## config.mk

```make
export PLATFORM = sky130hd
export DESIGN_NAME = mem_stage_top
export DESIGN_NICKNAME = d
export VERILOG_FILES = /design/src/common/mem_stage_pkg.sv /design/src/common/mem_bus_if.sv /design/src/load_store/align_check.sv /design/src/load_store/load_store_align.sv /design/src/data_ram.sv /design/src/mem_stage_top.sv /design/src/mem_writeback.sv
export SDC_FILE = /design/constraint.sdc
export NUM_CORES = 2
export LEC_CHECK = 0
export BUFFER_PORTS_ARGS = -buffer_cell sky130_fd_sc_hd__buf_2
export CAP_MARGIN = 25
export CORE_MARGIN = 2
export CORE_UTILIZATION = 57
export CTS_CLUSTER_SIZE = 10
export DETAILED_ROUTE_END_ITERATION = 6
export PLACE_DENSITY = 0.76
export SKIP_CTS_REPAIR_TIMING = 1
export SLEW_MARGIN = 20
export SYNTH_ARGS = -nofsm -noshare
export SYNTH_HDL_FRONTEND = slang
export SYNTH_SLANG_ARGS = --single-unit
```

## constraint.sdc

```tcl
create_clock -name clk -period 6.1 [get_ports clk]
set_input_delay 1.22 -clock clk [delete_from_list [all_inputs] [get_ports clk]]
set_output_delay 1.22 -clock clk [all_outputs]
set_load 0.02 [all_outputs]
```

## src/common/mem_stage_pkg.sv

```systemverilog
package mem_stage_pkg;

    // one data word, used for register operands, ram data and load results.
    typedef logic [31:0] word_t;

    // byte address.
    typedef logic [31:0] addr_t;

    // one write enable per byte lane, bit 0 is the lowest byte.
    typedef logic [3:0] lane_mask_t;

    // data ram depth in words.
    localparam int RAM_WORDS = 64;

    // word index width, taken from address bits 7 to 2.
    localparam int RAM_ADDR_W = 6;

    typedef logic [RAM_ADDR_W-1:0] ram_index_t;

    // load modes.
    typedef enum logic [2:0] {
        MEM_READ_NONE        = 3'd0,
        MEM_READ_BYTE        = 3'd1,
        MEM_READ_UNSIGN_BYTE = 3'd2,
        MEM_READ_HALF        = 3'd3,
        MEM_READ_UNSIGN_HALF = 3'd4,
        MEM_READ_WORD        = 3'd5,
        MEM_READ_LWL         = 3'd6,
        MEM_READ_LWR         = 3'd7
    } mem_read_t;

    // store modes.
    typedef enum logic [2:0] {
        MEM_WRITE_NONE = 3'd0,
        MEM_WRITE_BYTE = 3'd1,
        MEM_WRITE_HALF = 3'd2,
        MEM_WRITE_WORD = 3'd3,
        MEM_WRITE_SWL  = 3'd4,
        MEM_WRITE_SWR  = 3'd5
    } mem_write_t;

endpackage

```

## src/common/mem_bus_if.sv

```systemverilog
`timescale 1ns/1ps

interface mem_bus_if;
    import mem_stage_pkg::*;

    // word selected in the data ram.
    ram_index_t word_index;
    // byte lanes written on a store.
    lane_mask_t lane_mask;
    // store data, already shifted onto its lanes.
    word_t      write_data;
    // addressed word, read combinationally.
    word_t      read_data;

    modport align (
        output word_index,
        output lane_mask,
        output write_data,
        input  read_data
    );

    modport ram (
        input  word_index,
        input  lane_mask,
        input  write_data,
        output read_data
    );

endinterface

```

## src/load_store/align_check.sv

```systemverilog
`timescale 1ns/1ps

module align_check (
    input  logic                      valid,
    input  mem_stage_pkg::mem_read_t  read_mode,
    input  mem_stage_pkg::mem_write_t write_mode,
    input  mem_stage_pkg::addr_t      addr,
    output logic                      misaligned,
    output logic                      write_enable
);
    import mem_stage_pkg::*;

    logic half_access;
    logic word_access;
    logic store_access;

    // access size from either mode.
    // byte and unaligned word modes have no alignment rule.
    always_comb begin
        half_access = 1'b0;
        word_access = 1'b0;
        case (read_mode)
            MEM_READ_HALF,
            MEM_READ_UNSIGN_HALF: half_access = 1'b1;
            MEM_READ_WORD:        word_access = 1'b1;
            default: ;
        endcase
        case (write_mode)
            MEM_WRITE_HALF: half_access = 1'b1;
            MEM_WRITE_WORD: word_access = 1'b1;
            default: ;
        endcase
    end

    assign store_access = (write_mode != MEM_WRITE_NONE);

    assign misaligned = (half_access & addr[0]) | (word_access & (|addr[1:0]));

    // a faulting store never reaches the ram.
    assign write_enable = valid & store_access & ~misaligned;

endmodule

```

## src/load_store/load_store_align.sv

```systemverilog
`timescale 1ns/1ps

module load_store_align (
    input  mem_stage_pkg::mem_read_t  read_mode,
    input  mem_stage_pkg::mem_write_t write_mode,
    input  mem_stage_pkg::addr_t      addr,
    input  mem_stage_pkg::word_t      register_data,
    mem_bus_if.align                  bus,
    output mem_stage_pkg::word_t      load_result
);
    import mem_stage_pkg::*;

    logic [1:0]  offset;
    // bit shift for the byte offset, offset * 8.
    logic [4:0]  lane_shift;
    // bit shift for the complement, (3 - offset) * 8.
    logic [4:0]  upper_shift;
    logic [4:0]  half_shift;
    logic [7:0]  load_byte;
    logic [15:0] load_half;

    assign offset      = addr[1:0];
    assign lane_shift  = {offset, 3'b000};
    assign upper_shift = {~offset, 3'b000};
    assign half_shift  = {offset[1], 4'b0000};

    assign bus.word_index = addr[RAM_ADDR_W+1:2];

    assign load_byte = bus.read_data[lane_shift +: 8];
    assign load_half = bus.read_data[half_shift +: 16];

    // load extraction and merging.
    always_comb begin
        case (read_mode)
            MEM_READ_BYTE:
                load_result = {{24{load_byte[7]}}, load_byte};
            MEM_READ_UNSIGN_BYTE:
                load_result = {24'd0, load_byte};
            MEM_READ_HALF: begin
                if (offset[0]) begin
                    load_result = '0;
                end else begin
                    load_result = {{16{load_half[15]}}, load_half};
                end
            end
            MEM_READ_UNSIGN_HALF: begin
                if (offset[0]) begin
                    load_result = '0;
                end else begin
                    load_result = {16'd0, load_half};
                end
            end
            MEM_READ_WORD: begin
                if (|offset) begin
                    load_result = '0;
                end else begin
                    load_result = bus.read_data;
                end
            end
            // ram bytes up to the offset fill the top of the register.
            MEM_READ_LWL:
                load_result = (register_data & ~(32'hffff_ffff << upper_shift))
                            | (bus.read_data << upper_shift);
            // ram bytes from the offset up fill the bottom of the register.
            MEM_READ_LWR:
                load_result = (register_data & ~(32'hffff_ffff >> lane_shift))
                            | (bus.read_data >> lane_shift);
            default:
                load_result = '0;
        endcase
    end

    // store lane mask and data placement.
    always_comb begin
        case (write_mode)
            MEM_WRITE_BYTE: begin
                bus.lane_mask  = 4'b0001 << offset;
                bus.write_data = register_data << lane_shift;
            end
            MEM_WRITE_HALF: begin
                bus.lane_mask  = offset[1] ? 4'b1100 : 4'b0011;
                bus.write_data = register_data << half_shift;
            end
            MEM_WRITE_WORD: begin
                bus.lane_mask  = 4'b1111;
                bus.write_data = register_data;
            end
            // lanes 0 up to the offset take the top register bytes.
            MEM_WRITE_SWL: begin
                bus.lane_mask  = 4'b1111 >> ~offset;
                bus.write_data = register_data >> upper_shift;
            end
            // lanes from the offset up take the low register bytes.
            MEM_WRITE_SWR: begin
                bus.lane_mask  = 4'b1111 << offset;
                bus.write_data = register_data << lane_shift;
            end
            default: begin
                bus.lane_mask  = '0;
                bus.write_data = '0;
            end
        endcase
    end

endmodule

```

## src/data_ram.sv

```systemverilog
`timescale 1ns/1ps

module data_ram (
    input  logic  clk,
    mem_bus_if.ram bus,
    input  logic  write_enable
);
    import mem_stage_pkg::*;

    word_t mem [RAM_WORDS];

    // byte lane writes at the clock edge.
    always_ff @(posedge clk) begin
        if (write_enable) begin
            for (int lane = 0; lane < 4; lane++) begin
                if (bus.lane_mask[lane]) begin
                    mem[bus.word_index][lane*8 +: 8] <= bus.write_data[lane*8 +: 8];
                end
            end
        end
    end

    // asynchronous read of the addressed word.
    assign bus.read_data = mem[bus.word_index];

endmodule

```

## src/mem_stage_top.sv

```systemverilog
`timescale 1ns/1ps

module mem_stage_top (
    input  logic                      clk,
    input  logic                      rst_n,
    input  logic                      valid,
    input  mem_stage_pkg::mem_read_t  read_mode,
    input  mem_stage_pkg::mem_write_t write_mode,
    input  mem_stage_pkg::addr_t      addr,
    input  mem_stage_pkg::word_t      register_data,
    output mem_stage_pkg::word_t      load_data,
    output logic                      load_valid,
    output logic                      addr_error,
    output mem_stage_pkg::addr_t      bad_addr
);
    import mem_stage_pkg::*;

    word_t load_result;
    logic  misaligned;
    logic  write_enable;

    mem_bus_if u_mem_bus ();

    load_store_align u_load_store_align (
        .read_mode     (read_mode),
        .write_mode    (write_mode),
        .addr          (addr),
        .register_data (register_data),
        .bus           (u_mem_bus.align),
        .load_result   (load_result)
    );

    align_check u_align_check (
        .valid        (valid),
        .read_mode    (read_mode),
        .write_mode   (write_mode),
        .addr         (addr),
        .misaligned   (misaligned),
        .write_enable (write_enable)
    );

    data_ram u_data_ram (
        .clk          (clk),
        .bus          (u_mem_bus.ram),
        .write_enable (write_enable)
    );

    mem_writeback u_mem_writeback (
        .clk         (clk),
        .rst_n       (rst_n),
        .valid       (valid),
        .read_mode   (read_mode),
        .addr        (addr),
        .load_result (load_result),
        .misaligned  (misaligned),
        .load_data   (load_data),
        .load_valid  (load_valid),
        .addr_error  (addr_error),
        .bad_addr    (bad_addr)
    );

endmodule

```

## src/mem_writeback.sv

```systemverilog
`timescale 1ns/1ps

module mem_writeback (
    input  logic                     clk,
    input  logic                     rst_n,
    input  logic                     valid,
    input  mem_stage_pkg::mem_read_t read_mode,
    input  mem_stage_pkg::addr_t     addr,
    input  mem_stage_pkg::word_t     load_result,
    input  logic                     misaligned,
    output mem_stage_pkg::word_t     load_data,
    output logic                     load_valid,
    output logic                     addr_error,
    output mem_stage_pkg::addr_t     bad_addr
);
    import mem_stage_pkg::*;

    logic load_ok;
    logic fault;

    assign load_ok = valid & (read_mode != MEM_READ_NONE) & ~misaligned;
    assign fault   = valid & misaligned;

    // result flags, one cycle pulse each.
    always_ff @(posedge clk) begin
        if (!rst_n) begin
            load_valid <= 1'b0;
            addr_error <= 1'b0;
        end else begin
            load_valid <= load_ok;
            addr_error <= fault;
        end
    end

    // faulting address, held until the next error.
    always_ff @(posedge clk) begin
        if (!rst_n) begin
            bad_addr <= '0;
        end else if (fault) begin
            bad_addr <= addr;
        end
    end

    // load data is only meaningful with load_valid.
    always_ff @(posedge clk) begin
        load_data <= load_result;
    end

endmodule

```

* Yosys cells after proc, flatten, opt, wreduce, memory -nomap -nowiden
Memories as Yosys holds them, arrays and structs flattened.
Cells that the tools add are included.
** Word-level totals
- Bits in read-only memories :: 0
- Bits of input ports :: 73
- Memories :: 1
- Flip-flop bits (word level) :: 66
- Memory bits (writable) :: 2048
- Logic and storage cells :: 73
- Output and inout port bits :: 66
- Latch bits :: 0
** Memories
- u_data_ram.mem :: words 64, width 32, read ports 1, clocked after memory_dff 0, wr ports 1, RTL line data_ram.sv:10 : word_t mem [RAM_WORDS];
** Operators by class
- Equality and inequality tests :: 12
- Multiplexer cells :: 23
- Multipliers :: 0
- $add $sub $neg :: 0
- $lt $le $gt $ge :: 0
- Divide/modulo/power cells :: 0
- Shift-type cells :: 12
- Reductions and logical operators :: 5
- Bitwise logic cells :: 16
** Operators by type and width (count)
- one-hot mux 32 bit (7 select lines) :: 1
- one-hot mux 32 bit (4 select lines) :: 1
- << shifter 32 x 5 -> 32 bit :: 3
- AND 32 bit :: 2
- two-way mux 32 bit :: 2
- NOT 32 bit :: 2
- bitwise OR 32 bit :: 2
- >> shifter 32 x 5 -> 32 bit :: 2
- indexed part select 32 x 6 -> 16 bit :: 1
- indexed part select 32 x 6 -> 8 bit :: 1
- << shifter 32 x 5 -> 32 bit, first input constant :: 1
- >> shifter 32 x 5 -> 32 bit, first input constant :: 1
- one-hot mux 4 bit (5 select lines) :: 1
- == test 3 bit, second input constant :: 6
- two-way mux 1 bit :: 16
- two-way mux 16 bit :: 1
- == test 3 x 2 -> 1 bit, second input constant :: 4
- AND 1 bit :: 7
- == test 3 x 1 -> 1 bit, second input constant :: 2
- nonzero test 3 bit :: 2
- OR reduction 2 bit :: 3
- two-way mux 4 bit :: 1
- << shifter 1 x 2 -> 4 bit, first input constant :: 1
- << shifter 4 x 2 -> 4 bit, first input constant :: 1
- 4 further kinds :: 4

* Depth between registers and ports, before layout
- Word-level depth :: 10
- Mapped depth :: 16

* By module
Synthesis repeated with hierarchy kept, for this count alone.
** Second synthesis, totals
- Cell total of the unflattened synthesis :: 5262
- Area total of the unflattened synthesis :: 83985.5 µm²
** By module, submodules not included
- data_ram :: area each 78407.7 µm², instances 1, seq. area each 61499.0 µm², cells each 4614
- load_store_align :: area each 3428.3 µm², instances 1, seq. area each 0.0 µm², cells each 454
- mem_writeback :: area each 2089.5 µm², instances 1, seq. area each 1321.3 µm², cells each 185
- align_check :: area each 60.1 µm², instances 1, seq. area each 0.0 µm², cells each 9

* Least setup slack after synthesis
Ideal clock, no wire load.
- Kind :: in2reg
- Start point :: input addr[1]
- End point :: memory u_data_ram.mem[0][21] (netlist bit), data pin
- Path buffers :: 4
- Slack :: 0.314 ns
- Library setup time :: 0.702 ns
- Data arrival time :: 5.084 ns
- Stages on the path :: 6
- Data required time :: 5.398 ns
- Path through :: clkbuf_1 > clkbuf_1 > buf_1 > clkbuf_1 > a31oi_1 > o21ai_0
** Between the ends
- Cells in the longest elaborated chain, start to end :: 3
- Elaborated cells on any way between the ends :: 5
- Those cells by class :: shift: 3; mux: 1; bitwise: 1
** Ends and longest elaborated chain
- from (decl) :: RTL line mem_stage_top.sv:9 : input mem_stage_pkg::addr_t addr,
- NOT 2 bit :: RTL line load_store_align.sv:24 : assign upper_shift = {~offset, 3'b000};
- >> shifter 32 x 5 -> 32 bit :: RTL line load_store_align.sv:91 : bus.write_data = register_data >> upper_shift;
- one-hot mux 32 bit (4 select lines) * :: RTL line load_store_align.sv:75 : case (write_mode)
- via u_data_ram.bus.write_data[21] :: RTL line mem_bus_if.sv:25 : input write_data,
- to (decl) :: RTL line data_ram.sv:10
Mark *: on every way through the listed nets, which the timed path passes. The rest lies on a longest branch.

* Worst setup path in the final report
- Start point :: input addr[7]
- End point :: memory u_data_ram.mem[61][16] (netlist bit), enable pin
Straight into the memory's write port.

==> flow_summary.json <==
{
  "status": "complete, but fails checks",
  "violations": "DRC",
  "synth.top_cell.area_share": 0.720,
  "vdd_drop_max_mv": 0.301,
  "clk_pin_slew_ns": 0.06,
  "period_share": 0.773,
  "r2r_cells": 7,
  "drv_slew": 0,
  "synth.avg_cell_area_um2": 16.4,
  "tns_ns": 0,
  "drc_errors": 2,
  "synth-seq-cells": 2114,
  "drtAntennaViolNets": 0,
  "dp_hpwl_um": 193000,
  "fin_cells": 7585,
  "final_core_util": 0.648,
  "netSwitchingPower_mw": 7.40,
  "reg2reg_setup_slack_ns": 2.71,
  "cp.arrival_ns": 5.18,
  "pin_count": 139,
  "hold_class": "flip-flop to flip-flop",
  "ys_seq_area_frac": 0.736,
  "nNetsFinal": 5655,
  "powerDensity_nw_per_um2": 322,
  "whs_path_depth": 2,
  "drt_pre_antenna_iters": 7,
  "drive_gt1_frac": 0.203,
  "slew_headroom": 0.213,
  "numCtsBuffers": 232,
  "drtIter0Drc": 11200,
  "antenna_found_initial": 24,
  "period_needed_ns": 4.71,
  "vias": 56200,
  "gp_congestion": 1.01,
  "seq_power_share": 0.521,
  "setup_violations": 0,
  "synth-async-reset-ratio": 0,
  "synth_most_common_cell": "edfxtp_1",
  "rows": 142,
  "clock_latency_ns": 0.88,
  "wl_per_cell_um": 39.7,
  "crit_fanout": 18,
  "combPwrFrac": 0.084,
  "hold-path-endpoint": "u_mem_writeback.bad_addr[12]",
  "synth_common_cells": "edfxtp_1, nor2_1, nand2_1",
  "clkPwrFrac": 0.395,
  "grt_max_degree": 69,
  "die_h_um": 391,
  "viasPerCell": 7.41,
  "final_cell_area_um2": 96700,
  "finalWirelength_um": 301000,
  "start_util": 0.572,
  "yosysWarningCount": 0,
  "finalHoldViolCount": 0,
  "grt_pass1_vias": 53300,
  "synth_area_um2": 85400,
  "area_growth_pct": 13.2,
  "die_x_um": 391,
  "skew_ns": 0.0404,
  "coreArea_um2": 149000,
  "critPathKind": "primary input to flip-flop",
  "cap_violations": 0,
  "synth_top_area_cell": "edfxtp_1",
  "place_inst": 7284,
  "ys_top_cells_by_area": "edfxtp_1, mux2i_1, mux4_2",
  "sw_frac_of_total": 0.238,
  "endpoint_kind": "flip-flop",
  "grt.total_usage": 0.390,
  "grt_pass1_wl_um": 412000,
  "worstHoldStart": "u_mem_writeback.bad_addr[12]",
  "die-area_um2": 153000,
  "fin_hold_ws_ns": 0.461,
  "start_kind": "primary input",
  "worst_pin_slew_ns": 1.18,
  "cts_max_level": 4,
  "ctsLongestPathBuffers": 3,
  "cts_tree": "built",
  "synth_edf_count": 2048,
  "grt_overflow": 0,
  "p_leak_nw": 29.1,
  "worstReg2RegStart": "u_data_ram.mem[26][1]",
  "yosys_most_used_dff": "edfxtp_1",
  "cts_sinks": 2114,
  "synth_nets": 5271,
  "power.internal_mw": 23.7,
  "r2r_end": "u_mem_writeback.load_data[1]",
  "synth_cell_types": 93,
  "port_buffers": 138,
  "fmaxAchievable_mhz": 212,
  "root_buffer": "clkbuf_16",
  "rsz0062_at_grt": "no",
  "syn_inst": 5198,
  "placed_cell_area_um2": 90200,
  "required_ns": 6.57
}
==> stage by stage <==
step	worst slack, ns	total power [mW]
2_1_floorplan	0.314	17.8
3_3_place_gp	0.858	18.9
3_5_place_dp	0.840	19.0
4_1_cts	1.73	30.9
5_1_grt	1.56	31.6
6_report	1.39	31.1
==> worst max path at each step <==
| stage | start | endpoint | slack, ns | cells past startpoint |
|---|---|---|---|---|
| floorplan | addr[1] | u_data_ram.mem[0][21] | 0.31 | 6 |
| global placement | addr[3] | u_mem_writeback.load_data[6] | 0.86 | 12 |
| detailed placement | addr[3] | u_mem_writeback.load_data[6] | 0.84 | 12 |
| CTS | addr[3] | u_mem_writeback.load_data[6] | 1.73 | 12 |
| global route | addr[4] | u_mem_writeback.load_data[9] | 1.56 | 11 |
| finish | addr[7] | u_data_ram.mem[61][16] | 1.39 | 5 |
==> cell usage in the layout, fill, tap and decap left out, types with 14 or more instances in the layout <==
master and count:
a211oi_1 27, a21boi_0 38, a21oi_1 133, a221o_1 103, a221oi_1 116, a222oi_1 27
a22o_1 62, a22oi_1 164, a31oi_1 47, and3_1 14, and3b_1 23, buf_12 33
buf_2 135, buf_4 346, clkbuf_1 23, clkbuf_16 234, dfxtp_1 66, diode_2 15
edfxtp_1 2048, mux2_1 47, mux2_2 157, mux2i_1 310, mux4_2 97, nand2_1 308
nand2b_1 27, nand3_1 43, nand3b_1 22, nor2_1 349, nor3_1 20, o211ai_1 22
o21ai_0 119, o21ai_4 18, o221ai_1 15, o22a_1 19, o22ai_1 99, o2bb2ai_1 35
o31ai_1 14
==> layer usage <==
metal  up-vias  global-route usage  wire length (um)
met5         -             0.00766               349
met4        28               0.264             25000
met3      1276               0.155             49900
met2      5597               0.554            129000
met1     27700               0.493             97100
li1      21600                   -                 -
==> state kept, by name, indices dropped and copies added, names as in the netlist <==
register	cells
u_mem_writeback.load_data	32
u_mem_writeback.bad_addr	32
u_data_ram.mem	2048
u_mem_writeback.load_valid	1
u_mem_writeback.addr_error	1
==> worst max-delay path: stages <==
cell,delay [ns]
buf_2,0.46
buf_4,0.42
and3_2,0.95
nand2_1,1.04
nor2_1,1.03
==> power groups by stage <==
stage	sequential, mW	clock, mW	combinational, mW
6_report	16.2	12.3	2.62
5_1_grt	16.2	12.8	2.62
4_1_cts	16.2	12.2	2.48
3_5_place_dp	16.5	0	2.47
3_3_place_gp	16.5	0	2.42
2_1_floorplan	16.6	0	1.22
==> cell families after synthesis <==
kind of cell / share of synthesized area
buffers and inverters: 0.0236
AO/OA/AOI/OAI: 0.101
multiplexers: 0.0890
AND/OR/NAND/NOR: 0.0504
flip-flops: 0.736
XOR/XNOR: 0.000205
==> cell type report <==
| class | count | area [um^2] |
|---|---|---|
| multi-input combinational | 2698 | 20900 |
| timing repair buffer | 524 | 4130 |
| sequential | 2114 | 62800 |
| clock buffer | 257 | 5940 |
| fill | 10100 | 52600 |
| tap | 1944 | 2430 |
| antenna | 15 | 37.5 |
| inverter | 12 | 55.1 |
| clock inverter | 21 | 349 |
Power figures use the tool's default switching activity.
